[config.mk]
export PLATFORM = sky130hd
export DESIGN_NAME = ex_stage
export DESIGN_NICKNAME = d
export VERILOG_FILES = /design/src/design/ex_pkg.sv /design/src/design/ex_alu.sv /design/src/design/ex_branch_unit.sv /design/src/design/ex_mem_reg.sv /design/src/design/ex_operand_latch.sv /design/src/design/ex_stage.sv
export SDC_FILE = /design/constraint.sdc
export NUM_CORES = 1
export LEC_CHECK = 0
export BUFFER_PORTS_ARGS = -buffer_cell sky130_fd_sc_hd__buf_2
export CAP_MARGIN = 20
export CORE_MARGIN = 10
export CORE_UTILIZATION = 30
export CTS_CLUSTER_DIAMETER = 30
export DETAILED_ROUTE_END_ITERATION = 12
export GPL_TIMING_DRIVEN = 0
export PLACE_DENSITY = 0.51
export SYNTH_ARGS = -nofsm -noshare
export SYNTH_HDL_FRONTEND = slang
export SYNTH_SLANG_ARGS = --single-unit
[constraint.sdc]
create_clock -name i_clk -period 9.2 [get_ports i_clk]
set_input_delay 0 -clock i_clk [delete_from_list [all_inputs] [get_ports i_clk]]
set_output_delay 0 -clock i_clk [all_outputs]
set_load 0.02 [all_outputs]
[src/design/ex_pkg.sv]
// ~~~~~~~~~~~~~~~~~~~~
// Shared execute stage types: ALU-op classes, func3 codes, widths
// ~~~~~~~~~~~~~~~~~~~~

package ex_pkg;

  localparam int XLEN_DEF   = 32;             // Default data path width
  localparam int REG_ADDR_W = 5;              // Destination register index

  // Instruction class from decode
  typedef enum logic [2:0] {
    LDST   = 3'd0,                            // Load/store address
    BRANCH = 3'd1,                            // Conditional branch
    RTYPE  = 3'd2,                            // Reg-reg arithmetic
    ITYPE  = 3'd3,                            // Reg-imm arithmetic
    LUI    = 3'd4,
    AUIPC  = 3'd5,
    JAL    = 3'd6,
    JALR   = 3'd7
  } alu_op_e;

  // Branch conditions
  localparam logic [2:0] F3_BEQ  = 3'b000;
  localparam logic [2:0] F3_BNE  = 3'b001;
  localparam logic [2:0] F3_BLT  = 3'b100;
  localparam logic [2:0] F3_BGE  = 3'b101;
  localparam logic [2:0] F3_BLTU = 3'b110;
  localparam logic [2:0] F3_BGEU = 3'b111;

  // Arithmetic operations, shared by reg and imm forms
  localparam logic [2:0] F3_ADD  = 3'b000;    // ADD/SUB
  localparam logic [2:0] F3_SLL  = 3'b001;
  localparam logic [2:0] F3_SLT  = 3'b010;
  localparam logic [2:0] F3_SLTU = 3'b011;
  localparam logic [2:0] F3_XOR  = 3'b100;
  localparam logic [2:0] F3_SR   = 3'b101;    // SRL/SRA by func7
  localparam logic [2:0] F3_OR   = 3'b110;
  localparam logic [2:0] F3_AND  = 3'b111;

endpackage

[src/design/ex_alu.sv]
// ~~~~~~~~~~~~~~~~~~~~
// Combinational ALU for all ALU-op classes
// ~~~~~~~~~~~~~~~~~~~~
`timescale 1ns/10ps

module ex_alu #(
  parameter int XLEN = ex_pkg::XLEN_DEF
) (
  input  logic [XLEN-1:0] i_npc,
  input  logic [XLEN-1:0] i_a,
  input  logic [XLEN-1:0] i_b,
  input  logic [XLEN-1:0] i_imm,
  input  ex_pkg::alu_op_e i_aluop,
  input  logic [2:0]      i_func3,
  input  logic            i_func7,
  output logic [XLEN-1:0] o_result
);
  import ex_pkg::*;

  localparam int SHAMT_W = $clog2(XLEN);        // Five bits on RV32

  logic [XLEN-1:0]    pc_rel;                   // npc plus half-word offset
  logic [XLEN-1:0]    base_sum;                 // rs1 plus imm
  logic [SHAMT_W-1:0] shamt;
  logic               is_sub;
  logic [XLEN-1:0]    arith;                    // RTYPE/ITYPE result

  assign pc_rel   = i_npc + (i_imm << 1);
  assign base_sum = i_a + i_imm;
  assign shamt    = i_b[SHAMT_W-1:0];           // Upper bits ignored
  assign is_sub   = (i_aluop == RTYPE) && i_func7; // No SUBI form

  always_comb
  begin
    case (i_func3)
      F3_ADD:
      begin
        if (is_sub)
          arith = i_a - i_b;
        else
          arith = i_a + i_b;
      end
      F3_SLL:
        arith = i_a << shamt;
      F3_SLT:
        arith = {{(XLEN-1){1'b0}}, $signed(i_a) < $signed(i_b)};
      F3_SLTU:
        arith = {{(XLEN-1){1'b0}}, i_a < i_b};
      F3_XOR:
        arith = i_a ^ i_b;
      F3_SR:
      begin
        if (i_func7)
          arith = $signed(i_a) >>> shamt;       // SRA/SRAI, sign fill
        else
          arith = i_a >> shamt;                 // SRL/SRLI, zero fill
      end
      F3_OR:
        arith = i_a | i_b;
      F3_AND:
        arith = i_a & i_b;
      default:
        arith = '0;
    endcase
  end

  // Final result by instruction class
  always_comb
  begin
    case (i_aluop)
      LDST:
        o_result = base_sum;                    // Effective address
      BRANCH, AUIPC, JAL:
        o_result = pc_rel;
      RTYPE, ITYPE:
        o_result = arith;
      LUI:
        o_result = i_imm;                       // Imm arrives pre-shifted
      JALR:
        o_result = {base_sum[XLEN-1:1], 1'b0};  // Clear bit 0
      default:
        o_result = '0;
    endcase
  end

endmodule

[src/design/ex_branch_unit.sv]
// ~~~~~~~~~~~~~~~~~~~~
// Branch compare, target and wrong-path squash
// ~~~~~~~~~~~~~~~~~~~~
`timescale 1ns/10ps

module ex_branch_unit #(
  parameter int XLEN = ex_pkg::XLEN_DEF
) (
  input  logic            i_clk,
  input  logic            i_rst_n,
  input  logic            i_valid,
  input  logic [XLEN-1:0] i_npc,
  input  logic [XLEN-1:0] i_a,
  input  logic [XLEN-1:0] i_b,
  input  logic [XLEN-1:0] i_imm,
  input  ex_pkg::alu_op_e i_aluop,
  input  logic [2:0]      i_func3,
  output logic            o_keep,
  output logic            o_taken,
  output logic [XLEN-1:0] o_target
);
  import ex_pkg::*;

  logic            cond;                        // Raw compare outcome
  logic            armed;                       // Waiting for branch target
  logic [XLEN-1:0] target_q;                    // Target being waited for

  always_comb
  begin
    case (i_func3)
      F3_BEQ:  cond = (i_a == i_b);
      F3_BNE:  cond = (i_a != i_b);
      F3_BLT:  cond = $signed(i_a) < $signed(i_b);
      F3_BGE:  cond = $signed(i_a) >= $signed(i_b);
      F3_BLTU: cond = i_a < i_b;
      F3_BGEU: cond = i_a >= i_b;
      default: cond = 1'b0;                     // Reserved codes fall through
    endcase
  end

  assign o_target = i_npc + (i_imm << 1);
  // Wrong-path instructions dropped until npc hits the stored target
  assign o_keep   = i_valid && (!armed || (i_npc == target_q));
  assign o_taken  = o_keep && (i_aluop == BRANCH) && cond;

  always_ff @(posedge i_clk)
  begin
    if (!i_rst_n)
      armed <= 1'b0;
    else if (o_taken)
      armed <= 1'b1;                            // Target instr may re-arm
    else if (o_keep && armed)
      armed <= 1'b0;                            // Target reached
  end

  always_ff @(posedge i_clk)
  begin
    if (o_taken)
      target_q <= o_target;
  end

endmodule

[src/design/ex_mem_reg.sv]
// ~~~~~~~~~~~~~~~~~~~~
// EX/MEM pipeline register
// ~~~~~~~~~~~~~~~~~~~~
`timescale 1ns/10ps

module ex_mem_reg #(
  parameter int XLEN = ex_pkg::XLEN_DEF
) (
  input  logic                          i_clk,
  input  logic                          i_rst_n,
  input  logic                          i_keep,
  input  logic [XLEN-1:0]               i_result,
  input  logic                          i_taken,
  input  logic [XLEN-1:0]               i_target,
  input  logic [XLEN-1:0]               i_store_data,
  input  logic [ex_pkg::REG_ADDR_W-1:0] i_rd,
  output logic                          o_valid,
  output logic [XLEN-1:0]               o_result,
  output logic                          o_branch_taken,
  output logic [XLEN-1:0]               o_branch_target,
  output logic [XLEN-1:0]               o_store_data,
  output logic [ex_pkg::REG_ADDR_W-1:0] o_rd
);

  always_ff @(posedge i_clk)
  begin
    if (!i_rst_n)
    begin
      o_valid        <= 1'b0;
      o_branch_taken <= 1'b0;
    end
    else
    begin
      o_valid        <= i_keep;                 // Squashed slot stays low
      o_branch_taken <= i_keep && i_taken;
    end
  end

  // Payload holds its last kept value
  always_ff @(posedge i_clk)
  begin
    if (i_keep)
    begin
      o_result        <= i_result;
      o_branch_target <= i_target;
      o_store_data    <= i_store_data;
      o_rd            <= i_rd;
    end
  end

endmodule

[src/design/ex_operand_latch.sv]
// ~~~~~~~~~~~~~~~~~~~~
// Input register of the execute stage, operand B select
// ~~~~~~~~~~~~~~~~~~~~
`timescale 1ns/10ps

module ex_operand_latch #(
  parameter int XLEN = ex_pkg::XLEN_DEF
) (
  input  logic                         i_clk,
  input  logic                         i_rst_n,
  input  logic                         i_valid,
  input  logic [XLEN-1:0]              i_npc,
  input  logic [XLEN-1:0]              i_rs1,
  input  logic [XLEN-1:0]              i_rs2,
  input  logic [XLEN-1:0]              i_imm,
  input  ex_pkg::alu_op_e              i_aluop,
  input  logic [2:0]                   i_func3,
  input  logic                         i_func7,
  input  logic [ex_pkg::REG_ADDR_W-1:0] i_rd,
  output logic                         o_valid,
  output logic [XLEN-1:0]              o_npc,
  output logic [XLEN-1:0]              o_a,
  output logic [XLEN-1:0]              o_b,
  output logic [XLEN-1:0]              o_rs2,
  output logic [XLEN-1:0]              o_imm,
  output ex_pkg::alu_op_e              o_aluop,
  output logic [2:0]                   o_func3,
  output logic                         o_func7,
  output logic [ex_pkg::REG_ADDR_W-1:0] o_rd
);
  import ex_pkg::*;

  logic b_sel;                                  // High picks rs2 over imm

  assign b_sel = (i_aluop == RTYPE) || (i_aluop == BRANCH); // Reg compare/arith

  always_ff @(posedge i_clk)
  begin
    if (!i_rst_n)
      o_valid <= 1'b0;
    else
      o_valid <= i_valid;                       // One cycle strobe
  end

  // Operand payload, sampled every cycle
  always_ff @(posedge i_clk)
  begin
    o_npc   <= i_npc;
    o_a     <= i_rs1;
    o_b     <= b_sel ? i_rs2 : i_imm;           // Operand B mux
    o_rs2   <= i_rs2;                           // Store data path
    o_imm   <= i_imm;
    o_aluop <= i_aluop;
    o_func3 <= i_func3;
    o_func7 <= i_func7;
    o_rd    <= i_rd;
  end

endmodule

[src/design/ex_stage.sv]
// ~~~~~~~~~~~~~~~~~~~~
// Execute stage top: latch, ALU, branch unit, EX/MEM register
// ~~~~~~~~~~~~~~~~~~~~
`timescale 1ns/10ps

module ex_stage #(
  parameter int XLEN = ex_pkg::XLEN_DEF
) (
  input  logic                          i_clk,
  input  logic                          i_rst_n,
  input  logic                          i_valid,
  input  logic [XLEN-1:0]               i_npc,
  input  logic [XLEN-1:0]               i_rs1,
  input  logic [XLEN-1:0]               i_rs2,
  input  logic [XLEN-1:0]               i_imm,
  input  ex_pkg::alu_op_e               i_aluop,
  input  logic [2:0]                    i_func3,
  input  logic                          i_func7,
  input  logic [ex_pkg::REG_ADDR_W-1:0] i_rd,
  output logic                          o_valid,
  output logic [XLEN-1:0]               o_result,
  output logic                          o_branch_taken,
  output logic [XLEN-1:0]               o_branch_target,
  output logic [XLEN-1:0]               o_store_data,
  output logic [ex_pkg::REG_ADDR_W-1:0] o_rd
);
  import ex_pkg::*;

  logic                  lat_valid;             // Latched instruction
  logic [XLEN-1:0]       lat_npc;
  logic [XLEN-1:0]       lat_a;
  logic [XLEN-1:0]       lat_b;
  logic [XLEN-1:0]       lat_rs2;
  logic [XLEN-1:0]       lat_imm;
  alu_op_e               lat_aluop;
  logic [2:0]            lat_func3;
  logic                  lat_func7;
  logic [REG_ADDR_W-1:0] lat_rd;
  logic [XLEN-1:0]       alu_result;
  logic                  br_keep;               // Right-path flag
  logic                  br_taken;
  logic [XLEN-1:0]       br_target;

  ex_operand_latch #(.XLEN(XLEN)) u_latch (
    .i_clk(i_clk), .i_rst_n(i_rst_n), .i_valid(i_valid), .i_npc(i_npc),
    .i_rs1(i_rs1), .i_rs2(i_rs2), .i_imm(i_imm), .i_aluop(i_aluop),
    .i_func3(i_func3), .i_func7(i_func7), .i_rd(i_rd),
    .o_valid(lat_valid), .o_npc(lat_npc), .o_a(lat_a), .o_b(lat_b),
    .o_rs2(lat_rs2), .o_imm(lat_imm), .o_aluop(lat_aluop),
    .o_func3(lat_func3), .o_func7(lat_func7), .o_rd(lat_rd)
  );

  ex_alu #(.XLEN(XLEN)) u_alu (
    .i_npc(lat_npc), .i_a(lat_a), .i_b(lat_b), .i_imm(lat_imm),
    .i_aluop(lat_aluop), .i_func3(lat_func3), .i_func7(lat_func7),
    .o_result(alu_result)
  );

  ex_branch_unit #(.XLEN(XLEN)) u_branch (
    .i_clk(i_clk), .i_rst_n(i_rst_n), .i_valid(lat_valid), .i_npc(lat_npc),
    .i_a(lat_a), .i_b(lat_b), .i_imm(lat_imm), .i_aluop(lat_aluop),
    .i_func3(lat_func3), .o_keep(br_keep), .o_taken(br_taken),
    .o_target(br_target)
  );

  ex_mem_reg #(.XLEN(XLEN)) u_ex_mem (
    .i_clk(i_clk), .i_rst_n(i_rst_n), .i_keep(br_keep),
    .i_result(alu_result), .i_taken(br_taken), .i_target(br_target),
    .i_store_data(lat_rs2), .i_rd(lat_rd),
    .o_valid(o_valid), .o_result(o_result), .o_branch_taken(o_branch_taken),
    .o_branch_target(o_branch_target), .o_store_data(o_store_data),
    .o_rd(o_rd)
  );

endmodule

Word-level counts from Yosys, hierarchy flattened
Cells that the tools add are included.
W data, S select, Z words.
{ "op_classes": {"n_shift": 3, "multipliers": 0, "mux": 8, "n_eq_ne": 19, "n_div": 0, "n_reduce_logical": 14, "magnitude_cmp": 4, "add_sub_neg": 4, "n_bitwise": 3} }
{ "ops": {"columns": ["operator", "count"], "rows": [
  ["$pmux W32 S8", 1],
  ["$pmux W32 S5", 1],
  ["$add A32 B32 Y32", 3],
  ["$mux W32", 3],
  ["$eq A32 B32 Y1", 2],
  ["$ge A32 B32 Y1", 2],
  ["$lt A32 B32 Y1", 2],
  ["$and A32 B32 Y32", 1],
  ["$ne A32 B32 Y1", 1],
  ["$or A32 B32 Y32", 1],
  ["$shl A32 B5 Y32", 1],
  ["$shr A32 B5 Y32", 1],
  ["$sshr A32 B5 Y32", 1],
  ["$sub A32 B32 Y32", 1],
  ["$xor A32 B32 Y32", 1],
  ["$eq A3 B3 Y1 const B", 8],
  ["$eq A3 B2 Y1 const B", 5],
  ["$eq A3 B1 Y1 const B", 3],
  ["$logic_and A1 B1 Y1", 6],
  ["$logic_not A3 Y1", 2],
  ["$pmux W1 S6", 1],
  ["$reduce_or A3 Y1", 1],
  ["$logic_or A1 B1 Y1", 2],
  ["$mux W1", 2],
  ["other kinds (3)", 3]
]} }
{ "totals": {"regBits": 309, "mem_bits_rw": 0, "wordCells": 73, "latchBits": 0, "input_bits": 143, "memories": 0, "rom_bits": 0} }

Logic depth before layout (Yosys ltp)
Gate-level depths: netlist of run 1.
{ "depth": {"ltp_word": 6, "mapped_depth": 15} }

Modules after synthesis
From an unflattened synthesis of run 1, not the netlist that was laid out.
{ "hier_totals": {"cells_unflattened": 2510, "hier_area_um2": 23201.0} }
{ "modules_own_cells": {"columns": ["module", "n_inst", "cells_per_inst", "area_each_um2"], "rows": [
  ["ex_alu", 1, 1771, 12275.5],
  ["ex_operand_latch", 1, 211, 3996.3],
  ["ex_branch_unit", 1, 423, 3843.7],
  ["ex_mem_reg", 1, 105, 3085.5]
]} }

Worst setup path before layout of run 1
Ideal clock, no wire load.
{ "synth_timing": {"path_kind": "register -> register", "from": "register u_latch.o_b[1]", "to": "register u_branch.target_q[0] (enable)", "n_path_buf": 3, "path_stages_with_launch": 15, "arrival_ns": 4.008, "synth_period_minus_slack_ns": 4.396, "setup_time_ns": 0.388, "slack_ns": 4.804, "path_cell_list": "dfxtp_1 > clkbuf_1 > inv_2 > buf_1 > clkbuf_1 > fa_1 > nand2b_1 > a221oi_1 > nor3_1 > o21ai_1 > a21oi_1 > o211ai_1 > a31o_2 > mux2i_1 > o211a_1"} }
{ "synth_via": {"elab_chain_len": 3, "elab_cells_between_ends": 8, "cone_classes": "order compare (4); eq/ne (2); mux (1); reduce/logical (1)"} }
{ "synth_rtl": {"columns": ["item", "line_no", "source"], "rows": [
  ["start: declaration", "ex_operand_latch.sv:23", "output logic [XLEN-1:0] o_b,"],
  ["start signal: assignment", "ex_operand_latch.sv:50", "o_b <= b_sel ? i_rs2 : i_imm;"],
  ["$ge A32 B32 Y1 (tied with other cells)", "ex_branch_unit.sv:36", "F3_BGEU: cond = i_a >= i_b;"],
  ["$pmux W1 S6 *", "ex_branch_unit.sv:30", "case (i_func3)"],
  ["$logic_and A1 B1 Y1 *", "ex_branch_unit.sv:44", "assign o_taken = o_keep && (i_aluop == BRANCH) && cond;"],
  ["net br_taken", "ex_stage.sv:41", "logic br_taken;"],
  ["end signal: assignment", "ex_branch_unit.sv:59", "target_q <= o_target;"],
  ["end: declaration", "ex_branch_unit.sv:26", "logic [XLEN-1:0] target_q;"]
]} }
Mark *: on every way through the listed nets, which the timed path passes. The rest lies on a longest branch.
A chain may end at the register's enable or synchronous reset.

Worst setup path after layout of run 1
{ "layout_timing": {"from": "register u_latch.o_b[1]", "to": "register u_ex_mem.o_result[31] (data pin)"} }
{ "layout_via": {"elab_chain_len": 4, "elab_cells_between_ends": 9, "cone_classes": "add/sub (2); shift (3); mux (4)"} }
{ "layout_rtl": {"columns": ["item", "line_no", "source"], "rows": [
  ["$add A32 B32 Y32 (tied with other cells)", "ex_alu.sv:41", "arith = i_a + i_b;"],
  ["$mux W32 (on tied branches)", "ex_alu.sv:38, ex_alu.sv:53", null],
  ["$pmux W32 S8 *", "ex_alu.sv:35", "case (i_func3)"],
  ["$pmux W32 S5 *", "ex_alu.sv:70", "case (i_aluop)"],
  ["net alu_result[31]", "ex_stage.sv:39", "logic [XLEN-1:0] alu_result;"],
  ["end signal: assignment", "ex_mem_reg.sv:44", "o_result <= i_result;"],
  ["end: declaration", "ex_mem_reg.sv:18", "output logic [XLEN-1:0] o_result,"]
]} }
Marked as above.

==> results of run 1 <==
worst paths after layout:
path | start | end | slack (ns) | cells past startpoint
worst max register to register | u_latch.o_b[1] | u_ex_mem.o_result[31] | 2.36 | 15
worst min register to register | u_latch.o_rs2[2] | u_ex_mem.o_store_data[2] | 0.40 | 0
worst min-delay path | i_rs2[7] | u_latch.o_rs2[7] | 0.02 | 2
worst max-delay path | u_latch.o_b[1] | u_ex_mem.o_result[31] | 2.36 | 15
repair_timing:
| action | in CTS | in global routing |
|---|---|---|
| hold endpoints to repair | 176 | 0 |
| endpoints found under the setup margin | 0 | 0 |
| hold buffers | 197 | 0 |
sequential cells by signal, summed over array words and instances (netlist names):
| signal | count |
|---|---|
| u_branch.armed | 1 |
| u_branch.target_q | 32 |
| u_ex_mem.o_branch_taken | 1 |
| u_ex_mem.o_branch_target | 32 |
| u_ex_mem.o_rd | 5 |
| u_ex_mem.o_result | 32 |
| u_ex_mem.o_store_data | 32 |
| u_ex_mem.o_valid | 1 |
| u_latch.o_a | 32 |
| u_latch.o_aluop | 3 |
| u_latch.o_b | 32 |
| u_latch.o_func3 | 3 |
| u_latch.o_func7 | 1 |
| u_latch.o_imm | 32 |
| u_latch.o_npc | 32 |
| u_latch.o_rd | 5 |
| u_latch.o_rs2 | 32 |
| u_latch.o_valid | 1 |
cell families (layout without fill, tap and decap cells):
kind of cell,count (synthesis),after routing,synth area share [%]
AO/OA/AOI/OAI,755,755,23.3
XOR/XNOR,120,120,5.07
multiplexers,144,144,8.77
flip-flops,309,309,36.2
AND/OR/NAND/NOR,552,552,12.0
other,0,1,0
adder cells (fa/ha/maj),162,162,9.91
buffers and inverters,258,840,4.76
power groups by stage:
stage	combinational [mW]	sequential, mW	clock, mW
after floorplan	0.808	1.64	0
after global placement	1.32	1.65	0
after detailed placement	1.33	1.65	0
after CTS	1.40	1.63	2.81
after global routing	1.53	1.63	2.89
final	1.43	1.63	2.76
layout by cell type, fill, tap and decap left out, types with 21 or more instances in the layout:
master         instances
nand3_1               28
o211ai_1              42
a21o_1                43
a22oi_1               22
nor3_1                31
dlygate4sd3_1        197
mux2i_1               76
o21ai_0              186
a221oi_1              30
inv_1                127
dfxtp_1              176
clkbuf_1             105
a211oi_1              36
nand2_1              178
nor2_1               192
xnor2_1               60
xor2_1                60
mux2_2                42
a21oi_1              212
o21bai_1              21
mux4_2                26
ha_1                 158
clkbuf_16             74
buf_2                254
edfxtp_1             133
metal layers:
metal  up-vias  global-route usage, %  share of wire, %
met5         -                      0                 0
met4         0                   7.57               2.9
met3       175                   3.67               6.1
met2       888                   41.2                47
met1     10300                   32.3                44
li1       9578                      -                 -
final cells by class:
class	instances	area (µm²)	area share, %
Antenna cell	1	2.50	0.00898
Buffer	126	492	1.76
Clock buffer	87	1950	7.00
Clock inverter	49	727	2.61
Inverter	132	498	1.79
Multi-Input combinational cell	1733	12200	43.9
Sequential cell	309	7520	27.0
Tap cell	931	1160	4.18
Timing Repair Buffer	446	3280	11.8
stage by stage:
stage               hold slack, ns  std cells
floorplan                   0.0277       2300
global placement             0.102       3476
detailed placement           0.104       3480
CTS                      0.0000542       3813
global route                0.0130       3813
finish                      0.0211       3814
==> impl_metrics.csv, run 1 <==
group,metric,value,unit
outcome,status,"finished clean",
floorplanning,ios,246,
synth,synth_edf_count,133,
clock_network,cts_resized,0,
power_and_ir_drop,pwr-share-comb,24.6,%
place,port_buffers,245,
clock_network,path_clk_slew,0.05,ns
global_route,grt_overflow,0,
layout,drive_gt1_share,16.5,%
synth,yosys_warnings,0,
global_route,grt_max_degree,68,
clock_network,htreeDepth,3,
clock_network,cts.path.max_buffers,3,
timing,setup-violations-final,0,
synth,ys_top_cells_by_area,"edfxtp_1 (19%), dfxtp_1 (17%), ha_1 (9.5%)",
power_and_ir_drop,leakagePower,11.6,nW
critical_path,worst_path_dominant_cell_family,"buffers and inverters",
run,maxCapViolations,0,
route,via_per_inst,5.49,
critical_path,path_buf_inv,4,
layout,fin_area,27900,µm²
power_and_ir_drop,p_switching,1.89,mW
power_and_ir_drop,p_seq_share,28.0,%
power_and_ir_drop,p_total,5.81,mW
clock_network,cts_buffers,73,
timing,final_hold_viol_count,0,
synth,synth_top_area_share,19.2,%
synth,synthFlopType,"dfxtp_1",
synth,syn_area,20700,µm²
critical_path,setup.worst_path.start_class,"register",
route,post-route-drc-count,0,
layout,nFillCells,6853,
floorplanning,die_h,283,µm
clock_network,clock_latency,0.63,ns
clock_network,cts_sinks,309,
synth,syn_nets,2605,
timing,min_period_over_period,74.3,%
timing,fmax,146,MHz
clock_network,cts_tree,"done",
floorplanning,die_w,283,µm
global_route,grt_pass1_wl,149000,µm
place,dpl.hpwl,81000,µm
power_and_ir_drop,power.share.clock,47.4,%
critical_path,critPathCaptureType,"register",
synth,async_flop_share,0,%
timing,setup_ws,2.36,ns
power_and_ir_drop,peakVddDrop,0.118,mV
power_and_ir_drop,swShare,32.6,%
synth,yosysTopAreaCell,"edfxtp_1",
global_route,grt_usage,24.6,%
critical_path,arrival,7.17,ns
place,gp_congestion,1.02,
route,drtAntennaViolNets,0,
layout,area_growth,34.4,%
place,preCtsSetupSlack,2.49,ns
critical_path,crit_fanout,12,
synth,synthCells,2300,
route,vias,20900,
route,drt-total-wl,102000,µm
timing,fin_crit,6.84,ns
timing,tightestPinTransition,1.11,ns
synth,avgSynthCellArea,9.02,µm²
timing,setup-tns-final,0,ns
critical_path,slowest_stage,"nor4_1",
layout,postLayoutCoreUtil,40.7,%
timing,fin_skew,0.0468,ns
route,drt_iter0_drc,2246,
floorplanning,start_util,30.3,%
floorplanning,die_area,80100,µm²
synth,ys_seq_area_share,36.2,%
critical_path,worstSetupPathType,"reg2reg",
worst_hold_path,worstHoldPathType,"in2reg",
timing,drv_slew,0,
timing,slew_headroom,25.1,%
floorplanning,rows,96,
critical_path,critical-path-max-stage-delay,1.00,ns
route,drt-wirelength-per-cell,26.9,µm
layout,nNetsFinal,3126,
global_route,grt_pass1_vias,21200,
synth,ys_seq_elements,309,
power_and_ir_drop,p_per_area,209,nW/µm²
timing,grt_setup_unrepaired,"false",
critical_path,path_cells,"clkbuf_1 -> inv_2 -> buf_1 -> clkbuf_1 -> ha_1 -> a21oi_1 -> o211ai_1 -> a31oi_1 -> nor4_1 -> o21ai_0 -> a21oi_1 -> a22oi_1 -> mux2i_1 -> nor3_1 -> or4_1",
power_and_ir_drop,intPower,3.92,mW
critical_path,required,9.53,ns
route,first_pass_iters,7,
clock_network,cts_root_buffer,"clkbuf_16",
clock_network,postCtsSetupRepairBufs,0,
synth,ys_types,79,
synth,synthMostInstantiatedCell,"a21oi_1",
synth,synth_common_cells,"a21oi_1 (212), nor2_1 (194), o21ai_0 (186)",
place,dpl_cell_area,23200,µm²
global_route,antenna_found_initial,3,
floorplanning,design.core.area,68600,µm²
Note: power is estimated with default switching activity, not from simulation.
==> inputs of run 2 (changes only) <==
==> constraint.sdc (replaced) <==
create_clock -name i_clk -period 6.3 [get_ports i_clk]
set_input_delay 0 -clock i_clk [delete_from_list [all_inputs] [get_ports i_clk]]
set_output_delay 0 -clock i_clk [all_outputs]
set_load 0.02 [all_outputs]
==> run 2 against run 1 <==
- sequential power increased by 46%
- global-route usage about the same
- cell area is essentially flat
- die area unchanged
- critical endpoint unchanged
- largest power group unchanged
- highest routed layer unchanged
==> impl_metrics.csv, run 2 (synthesized netlist as in run 1, its figures left out) <==
group,metric,value,unit
clock_network,cts_sinks,309,
timing,fin_crit,5.97,ns
floorplanning,die_h,283,µm
floorplanning,design.core.area,68600,µm²
critical_path,path_buf_inv,4,
floorplanning,die_area,80100,µm²
floorplanning,start_util,30.3,%
critical_path,regToRegEndpoint,"u_ex_mem.o_result[31]",
critical_path,worstSetupPathType,"reg2reg",
route,drt_iter0_drc,2181,
power_and_ir_drop,p_per_area,304,nW/µm²
critical_path,setup.worst_path.start_class,"register",
timing,slew_headroom,26.8,%
global_route,grt_usage,24.7,%
clock_network,clock_latency,0.63,ns
layout,nFillCells,6859,
timing,tightestPinTransition,1.09,ns
timing,final_hold_viol_count,0,
critical_path,crit_start,"u_latch.o_b[1]",
outcome,status,"finished clean",
timing,setup-tns-final,0,ns
layout,area_growth,34.4,%
global_route,grt_overflow,0,
route,vias,20900,
timing,setup-violations-final,0,
clock_network,cts_buffers,73,
place,port_buffers,245,
layout,layout_common_cells,"buf_2 (254), a21oi_1 (212), dlygate4sd3_1 (197), nor2_1 (192), o21ai_0 (186)",
critical_path,r2r_start,"u_latch.o_b[1]",
critical_path,critPathCaptureType,"register",
critical_path,slowest_stage,"nor4_2",
clock_network,cts.path.max_buffers,3,
power_and_ir_drop,peakVddDrop,0.172,mV
clock_network,cts_tree,"done",
worst_hold_path,worstHoldPathType,"in2reg",
route,drt-wirelength-per-cell,26.8,µm
timing,grt_setup_unrepaired,"false",
layout,final_common_cell,"buf_2",
power_and_ir_drop,leakagePower,11.6,nW
critical_path,worst_path_dominant_cell_family,"buffers and inverters",
critical_path,path_cells,"clkbuf_2 -> inv_2 -> buf_1 -> clkbuf_2 -> ha_1 -> a21oi_1 -> o211ai_1 -> a31oi_1 -> nor4_2 -> o21ai_0 -> a21oi_1 -> a22oi_1 -> mux2i_1 -> nor3_1 -> or4_1",
route,post-route-drc-count,0,
global_route,antenna_found_initial,3,
timing,fin_skew,0.0455,ns
route,drtAntennaViolNets,0,
route,drt-total-wl,102000,µm
critical_path,regToRegSetupSlack,0.33,ns
global_route,grt_pass1_vias,21200,
critical_path,required,6.63,ns
global_route,grt_max_degree,68,
clock_network,htreeDepth,3,
critical_path,critPathCapture,"u_ex_mem.o_result[31]",
layout,postLayoutCoreUtil,40.7,%
run,maxCapViolations,0,
clock_network,path_clk_slew,0.05,ns
timing,drv_slew,0,
route,first_pass_iters,6,
clock_network,cts_root_buffer,"clkbuf_16",
floorplanning,rows,96,
floorplanning,ios,246,
route,via_per_inst,5.48,
place,dpl.hpwl,81000,µm
critical_path,critical-path-max-stage-delay,0.67,ns
critical_path,arrival,6.30,ns
critical_path,r2r_cells,15,
place,gp_congestion,1.02,
layout,drive_gt1_share,16.6,%
timing,fmax,167,MHz
global_route,grt_pass1_wl,149000,µm
timing,min_period_over_period,94.8,%
layout,nNetsFinal,3126,
floorplanning,die_w,283,µm
critical_path,crit_fanout,12,
critical_path,path_depth,15,
==> run 2: how the worst min path moves through the flow <==
| stage | start | slack, ns | cells after the start | to |
|---|---|---|---|---|
| CTS | i_rs2[8] | 0.00005 | 2 | u_latch.o_rs2[8] |
| global route | i_npc[2] | 0.01 | 2 | u_latch.o_npc[2] |
| global placement | i_rs1[10] | 0.10 | 1 | u_latch.o_a[10] |
| finish | i_rs2[7] | 0.02 | 2 | u_latch.o_rs2[7] |
| floorplan | i_rs1[0] | 0.03 | 0 | u_latch.o_a[0] |
| detailed placement | i_rs1[20] | 0.10 | 1 | u_latch.o_a[20] |
==> run 2: what timing repair did <==
action | 4_1_cts | 5_1_grt
setup buffers | 0 | 0
hold buffers | 197 | 0
endpoints found under the setup margin | 2 | 1
endpoints found under the hold margin | 176 | 0
resized for setup | 2 | 3
==> run 2: layout make-up <==
type / instances / area, µm² / share of cell area, %
repair buffers: 446 / 3280 / 11.8
clock inverters: 49 / 727 / 2.61
plain buffers: 126 / 494 / 1.77
well taps: 931 / 1160 / 4.18
diodes: 1 / 2.50 / 0.00897
inverters: 132 / 498 / 1.79
clock buffers: 87 / 1950 / 6.99
flip-flops and latches: 309 / 7520 / 27.0
multi-input cells: 1733 / 12300 / 43.9
==> run 2: metrics by stage <==
step           instance area, µm²  instances  hold WS (ns)  power, mW  worst slack [ns]
6_report                    27900       3814        0.0229       8.49             0.327
5_1_grt                     27900       3813        0.0130       8.83             0.192
4_1_cts                     27900       3813     0.0000542       8.53            0.0406
3_5_place_dp                23200       3480         0.104       4.35            -0.414
3_3_place_gp                23100       3476         0.102       4.35            -0.404
2_1_floorplan               20700       2300        0.0277       3.58              1.90
==> run 2: power breakdown <==
group          switching (mW)  total, mW  leakage, nW  internal, mW
sequential              0.131       2.38         2.73          2.25
clock                    1.29       4.03         1.29          2.74
combinational            1.34       2.09         7.55         0.741
total                    2.76       8.49         11.6          5.73
==> run 2: layer usage <==
metal / vias to the layer above / track usage, % / routed length [µm]
li1: 9582 / - / -
met1: 10300 / 32.3 / 44800
met2: 862 / 41.1 / 48200
met3: 158 / 3.79 / 6530
met4: 0 / 7.63 / 2810
met5: - / 0 / 0
==> inputs of run 3 (changes only) <==
--- a/config.mk
+++ b/config.mk
@@ -12,7 +12,8 @@
 export CTS_CLUSTER_DIAMETER = 30
 export DETAILED_ROUTE_END_ITERATION = 12
 export GPL_TIMING_DRIVEN = 0
-export PLACE_DENSITY = 0.51
+export PLACE_DENSITY = 0.5
 export SYNTH_ARGS = -nofsm -noshare
 export SYNTH_HDL_FRONTEND = slang
+export SYNTH_HIERARCHICAL = 1
 export SYNTH_SLANG_ARGS = --single-unit
==> run 3 against run 2 <==
- first-iteration DRC count is 0.14% higher
- maximum frequency is 4.3% lower
- core utilization is 1.3 points lower
- sequential power hardly changed
- final cell count is 7.7% higher
- combinational power is 13% higher
- synthesized cell count is 9.1% higher
- clock power is 10% lower
- clock-buffer cell count is 3 higher
- worst setup slack worse by 0.27 ns
- register-to-register slack worse by 0.27 ns
- critical endpoint is now u_ex_mem/o_result[30]
==> impl_metrics.csv, run 3 <==
group,metric,value,unit
layout,nNetsFinal,3388,
layout,area_growth,29.5,%
power_and_ir_drop,peakVddDrop,0.228,mV
synth,ys_seq_area_share,32.4,%
global_route,grt_pass1_wl,160000,µm
timing,final_hold_viol_count,0,
critical_path,path_cells,"clkbuf_1 -> inv_1 -> buf_2 -> buf_1 -> buf_1 -> ha_1 -> buf_2 -> a221oi_1 -> o221a_2 -> o311ai_1 -> o211ai_1 -> a31oi_1 -> o221ai_1 -> nor3_1 -> xnor2_1 -> o221ai_1",
route,drtAntennaViolNets,0,
clock_network,cts_buffers,70,
route,post-route-drc-count,0,
layout,insertedDiodeCount,0,
timing,drv_slew,0,
floorplanning,die_area,88900,µm²
outcome,status,"finished clean",
clock_network,cts_sinks,309,
synth,syn_nets,2878,
power_and_ir_drop,intPower,5.45,mW
layout,layout_common_cells,"buf_2 (262), ha_1 (220), a21oi_1 (215), nor2_1 (197), dlygate4sd3_1 (182)",
timing,fin_skew,0.0462,ns
synth,yosysTopAreaCell,"edfxtp_1",
global_route,grt_usage,23.9,%
power_and_ir_drop,swShare,34.9,%
power_and_ir_drop,pwr-share-comb,28.2,%
clock_network,cts_resized,0,
place,gp_congestion,1.01,
clock_network,path_clk_slew,0.04,ns
synth,synthCells,2510,
synth,synth_common_cells,"ha_1 (220), a21oi_1 (215), nor2_1 (197)",
global_route,grt_overflow,0,
place,port_buffers,245,
worst_hold_path,worstHoldPathType,"in2reg",
route,drt-total-wl,111000,µm
floorplanning,die_w,298,µm
global_route,grt_max_degree,63,
layout,drive_gt1_share,17.2,%
synth,synth_edf_count,133,
synth,synthMostInstantiatedCell,"ha_1",
synth,async_flop_share,0,%
timing,fin_crit,6.24,ns
route,vias,22900,
layout,final_common_cell,"buf_2",
power_and_ir_drop,p_per_area,278,nW/µm²
timing,setup-violations-final,0,
synth,synthFlopType,"dfxtp_1",
power_and_ir_drop,p_switching,2.92,mW
route,drt-wirelength-per-cell,26.9,µm
clock_network,cts_tree,"done",
global_route,antenna_found_initial,3,
critical_path,required,6.62,ns
critical_path,critical-path-max-stage-delay,0.71,ns
timing,fmax,160,MHz
place,dpl_cell_area,25800,µm²
power_and_ir_drop,p_total,8.37,mW
synth,synth_top_area_share,17.2,%
critical_path,arrival,6.57,ns
layout,fin_area,30000,µm²
critical_path,critPathCaptureType,"register",
power_and_ir_drop,p_seq_share,28.6,%
route,drt_iter0_drc,2184,
floorplanning,rows,101,
floorplanning,design.core.area,76300,µm²
critical_path,crit_fanout,11,
synth,yosys_warnings,6,
power_and_ir_drop,power.share.clock,43.2,%
synth,ys_top_cells_by_area,"edfxtp_1 (17%), dfxtp_1 (15%), ha_1 (12%)",
timing,min_period_over_period,99.1,%
clock_network,htreeDepth,3,
synth,avgSynthCellArea,9.24,µm²
critical_path,setup.worst_path.start_class,"register",
timing,grt_setup_unrepaired,"false",
clock_network,clock_latency,0.63,ns
floorplanning,start_util,30.4,%
clock_network,cts.path.max_buffers,3,
critical_path,slowest_stage,"buf_1",
place,dpl.hpwl,88600,µm
route,via_per_inst,5.56,
synth,ys_types,101,
route,first_pass_iters,9,
synth,syn_area,23200,µm²
run,maxCapViolations,0,
timing,tightestPinTransition,1.20,ns
clock_network,cts_root_buffer,"clkbuf_16",
global_route,grt_pass1_vias,22900,
power_and_ir_drop,leakagePower,12.6,nW
floorplanning,ios,246,
critical_path,worstSetupPathType,"reg2reg",
timing,slew_headroom,20.3,%
floorplanning,die_h,298,µm
synth,ys_seq_elements,309,
run 3: changes by cell type after synthesis, moves of 15 or more:
cell | previous run | this run
inv_1 | 128 | 147
mux2i_1 | 76 | 45
a21o_1 | 43 | 59
o21ai_0 | 186 | 135
mux2_2 | 42 | 8
nand3_1 | 28 | 45
clkbuf_1 | 97 | 82
ha_1 | 158 | 220
mux2_4 | 0 | 30
o21ai_1 | 1 | 55
mux4_2 | 26 | 55
run 3: power by group through the flow:
stage / clock network [mW] / logic [mW] / registers (mW)
after floorplan: 0 / 1.39 / 2.42
after global placement: 0 / 2.20 / 2.44
after detailed placement: 0 / 2.21 / 2.43
after CTS: 3.68 / 2.31 / 2.40
after global routing: 3.78 / 2.53 / 2.41
final: 3.61 / 2.36 / 2.39
run 3: worst paths after layout:
path	startpoint	to	slack, ns	cells past startpoint
worst max-delay path	u_latch/o_b[3]	u_ex_mem/o_result[30]	0.06	16
worst min-delay path	i_rs1[4]	u_latch/o_a[4]	0.02	2
worst min register to register	u_latch/o_rs2[31]	u_ex_mem/o_store_data[31]	0.39	0
worst max register to register	u_latch/o_b[3]	u_ex_mem/o_result[30]	0.06	16
run 3: through the flow:
step	util (%)	hold WS [ns]	std cells	worst slack [ns]	TNS, ns
after floorplan	-	0.0277	2510	1.64	0
after global placement	33.7	0.102	3785	-1.45	-45.76
after detailed placement	33.9	0.104	3796	0.356	0
after CTS	39.4	0.000774	4108	0.303	0
after global routing	39.4	0.00884	4108	0.0122	0
final	39.4	0.0204	4108	0.0583	0
run 3: cells by family (layout without fill, tap and decap cells):
logic type,Yosys count,in the layout,share of synthesized area (%)
and+or+nand+nor,616,616,12.4
AOI/OAI and AO/OA,796,796,22.8
xor gates and xnor gates,144,144,5.44
buffers and inverters,281,849,4.99
adders and majority gates,225,225,12.3
muxes,139,139,9.66
DFF,309,309,32.4
run 3: worst max-delay path, delay by kind of cell (launching register included):
| family | cells | cell delay (ns) |
|---|---|---|
| buf+inv | 6 | 2.65 |
| compound gates | 7 | 2.22 |
| flops | 1 | 0.33 |
| xor+xnor | 1 | 0.26 |
| simple gates | 1 | 0.24 |
| fa+ha+maj | 1 | 0.21 |
run 3: repair_timing:
action | CTS | global route
endpoints found under the setup margin | 0 | 0
buffers inserted | 0 | 0
endpoints found under the hold margin | 176 | 0
hold buffers | 182 | 0
run 3: area by class of cell:
| class | count | area (µm²) |
|---|---|---|
| sequential | 309 | 7520 |
| tap | 1030 | 1290 |
| clock buffer | 90 | 1910 |
| multi-input combinational | 1920 | 14500 |
| timing repair buffer | 438 | 3160 |
| buffer | 127 | 581 |
| fill | 7675 | 46300 |
| inverter | 154 | 583 |
| clock inverter | 40 | 467 |
run 3: routing by layer:
layer  part of all wire (%)  global-route usage [%]  wire (µm)
met3                    8.4                    5.63       9320
met2                     45                    37.8      49500
met4                    3.2                    7.83       3520
met1                     44                    31.7      48200
met5                      0                       0          0
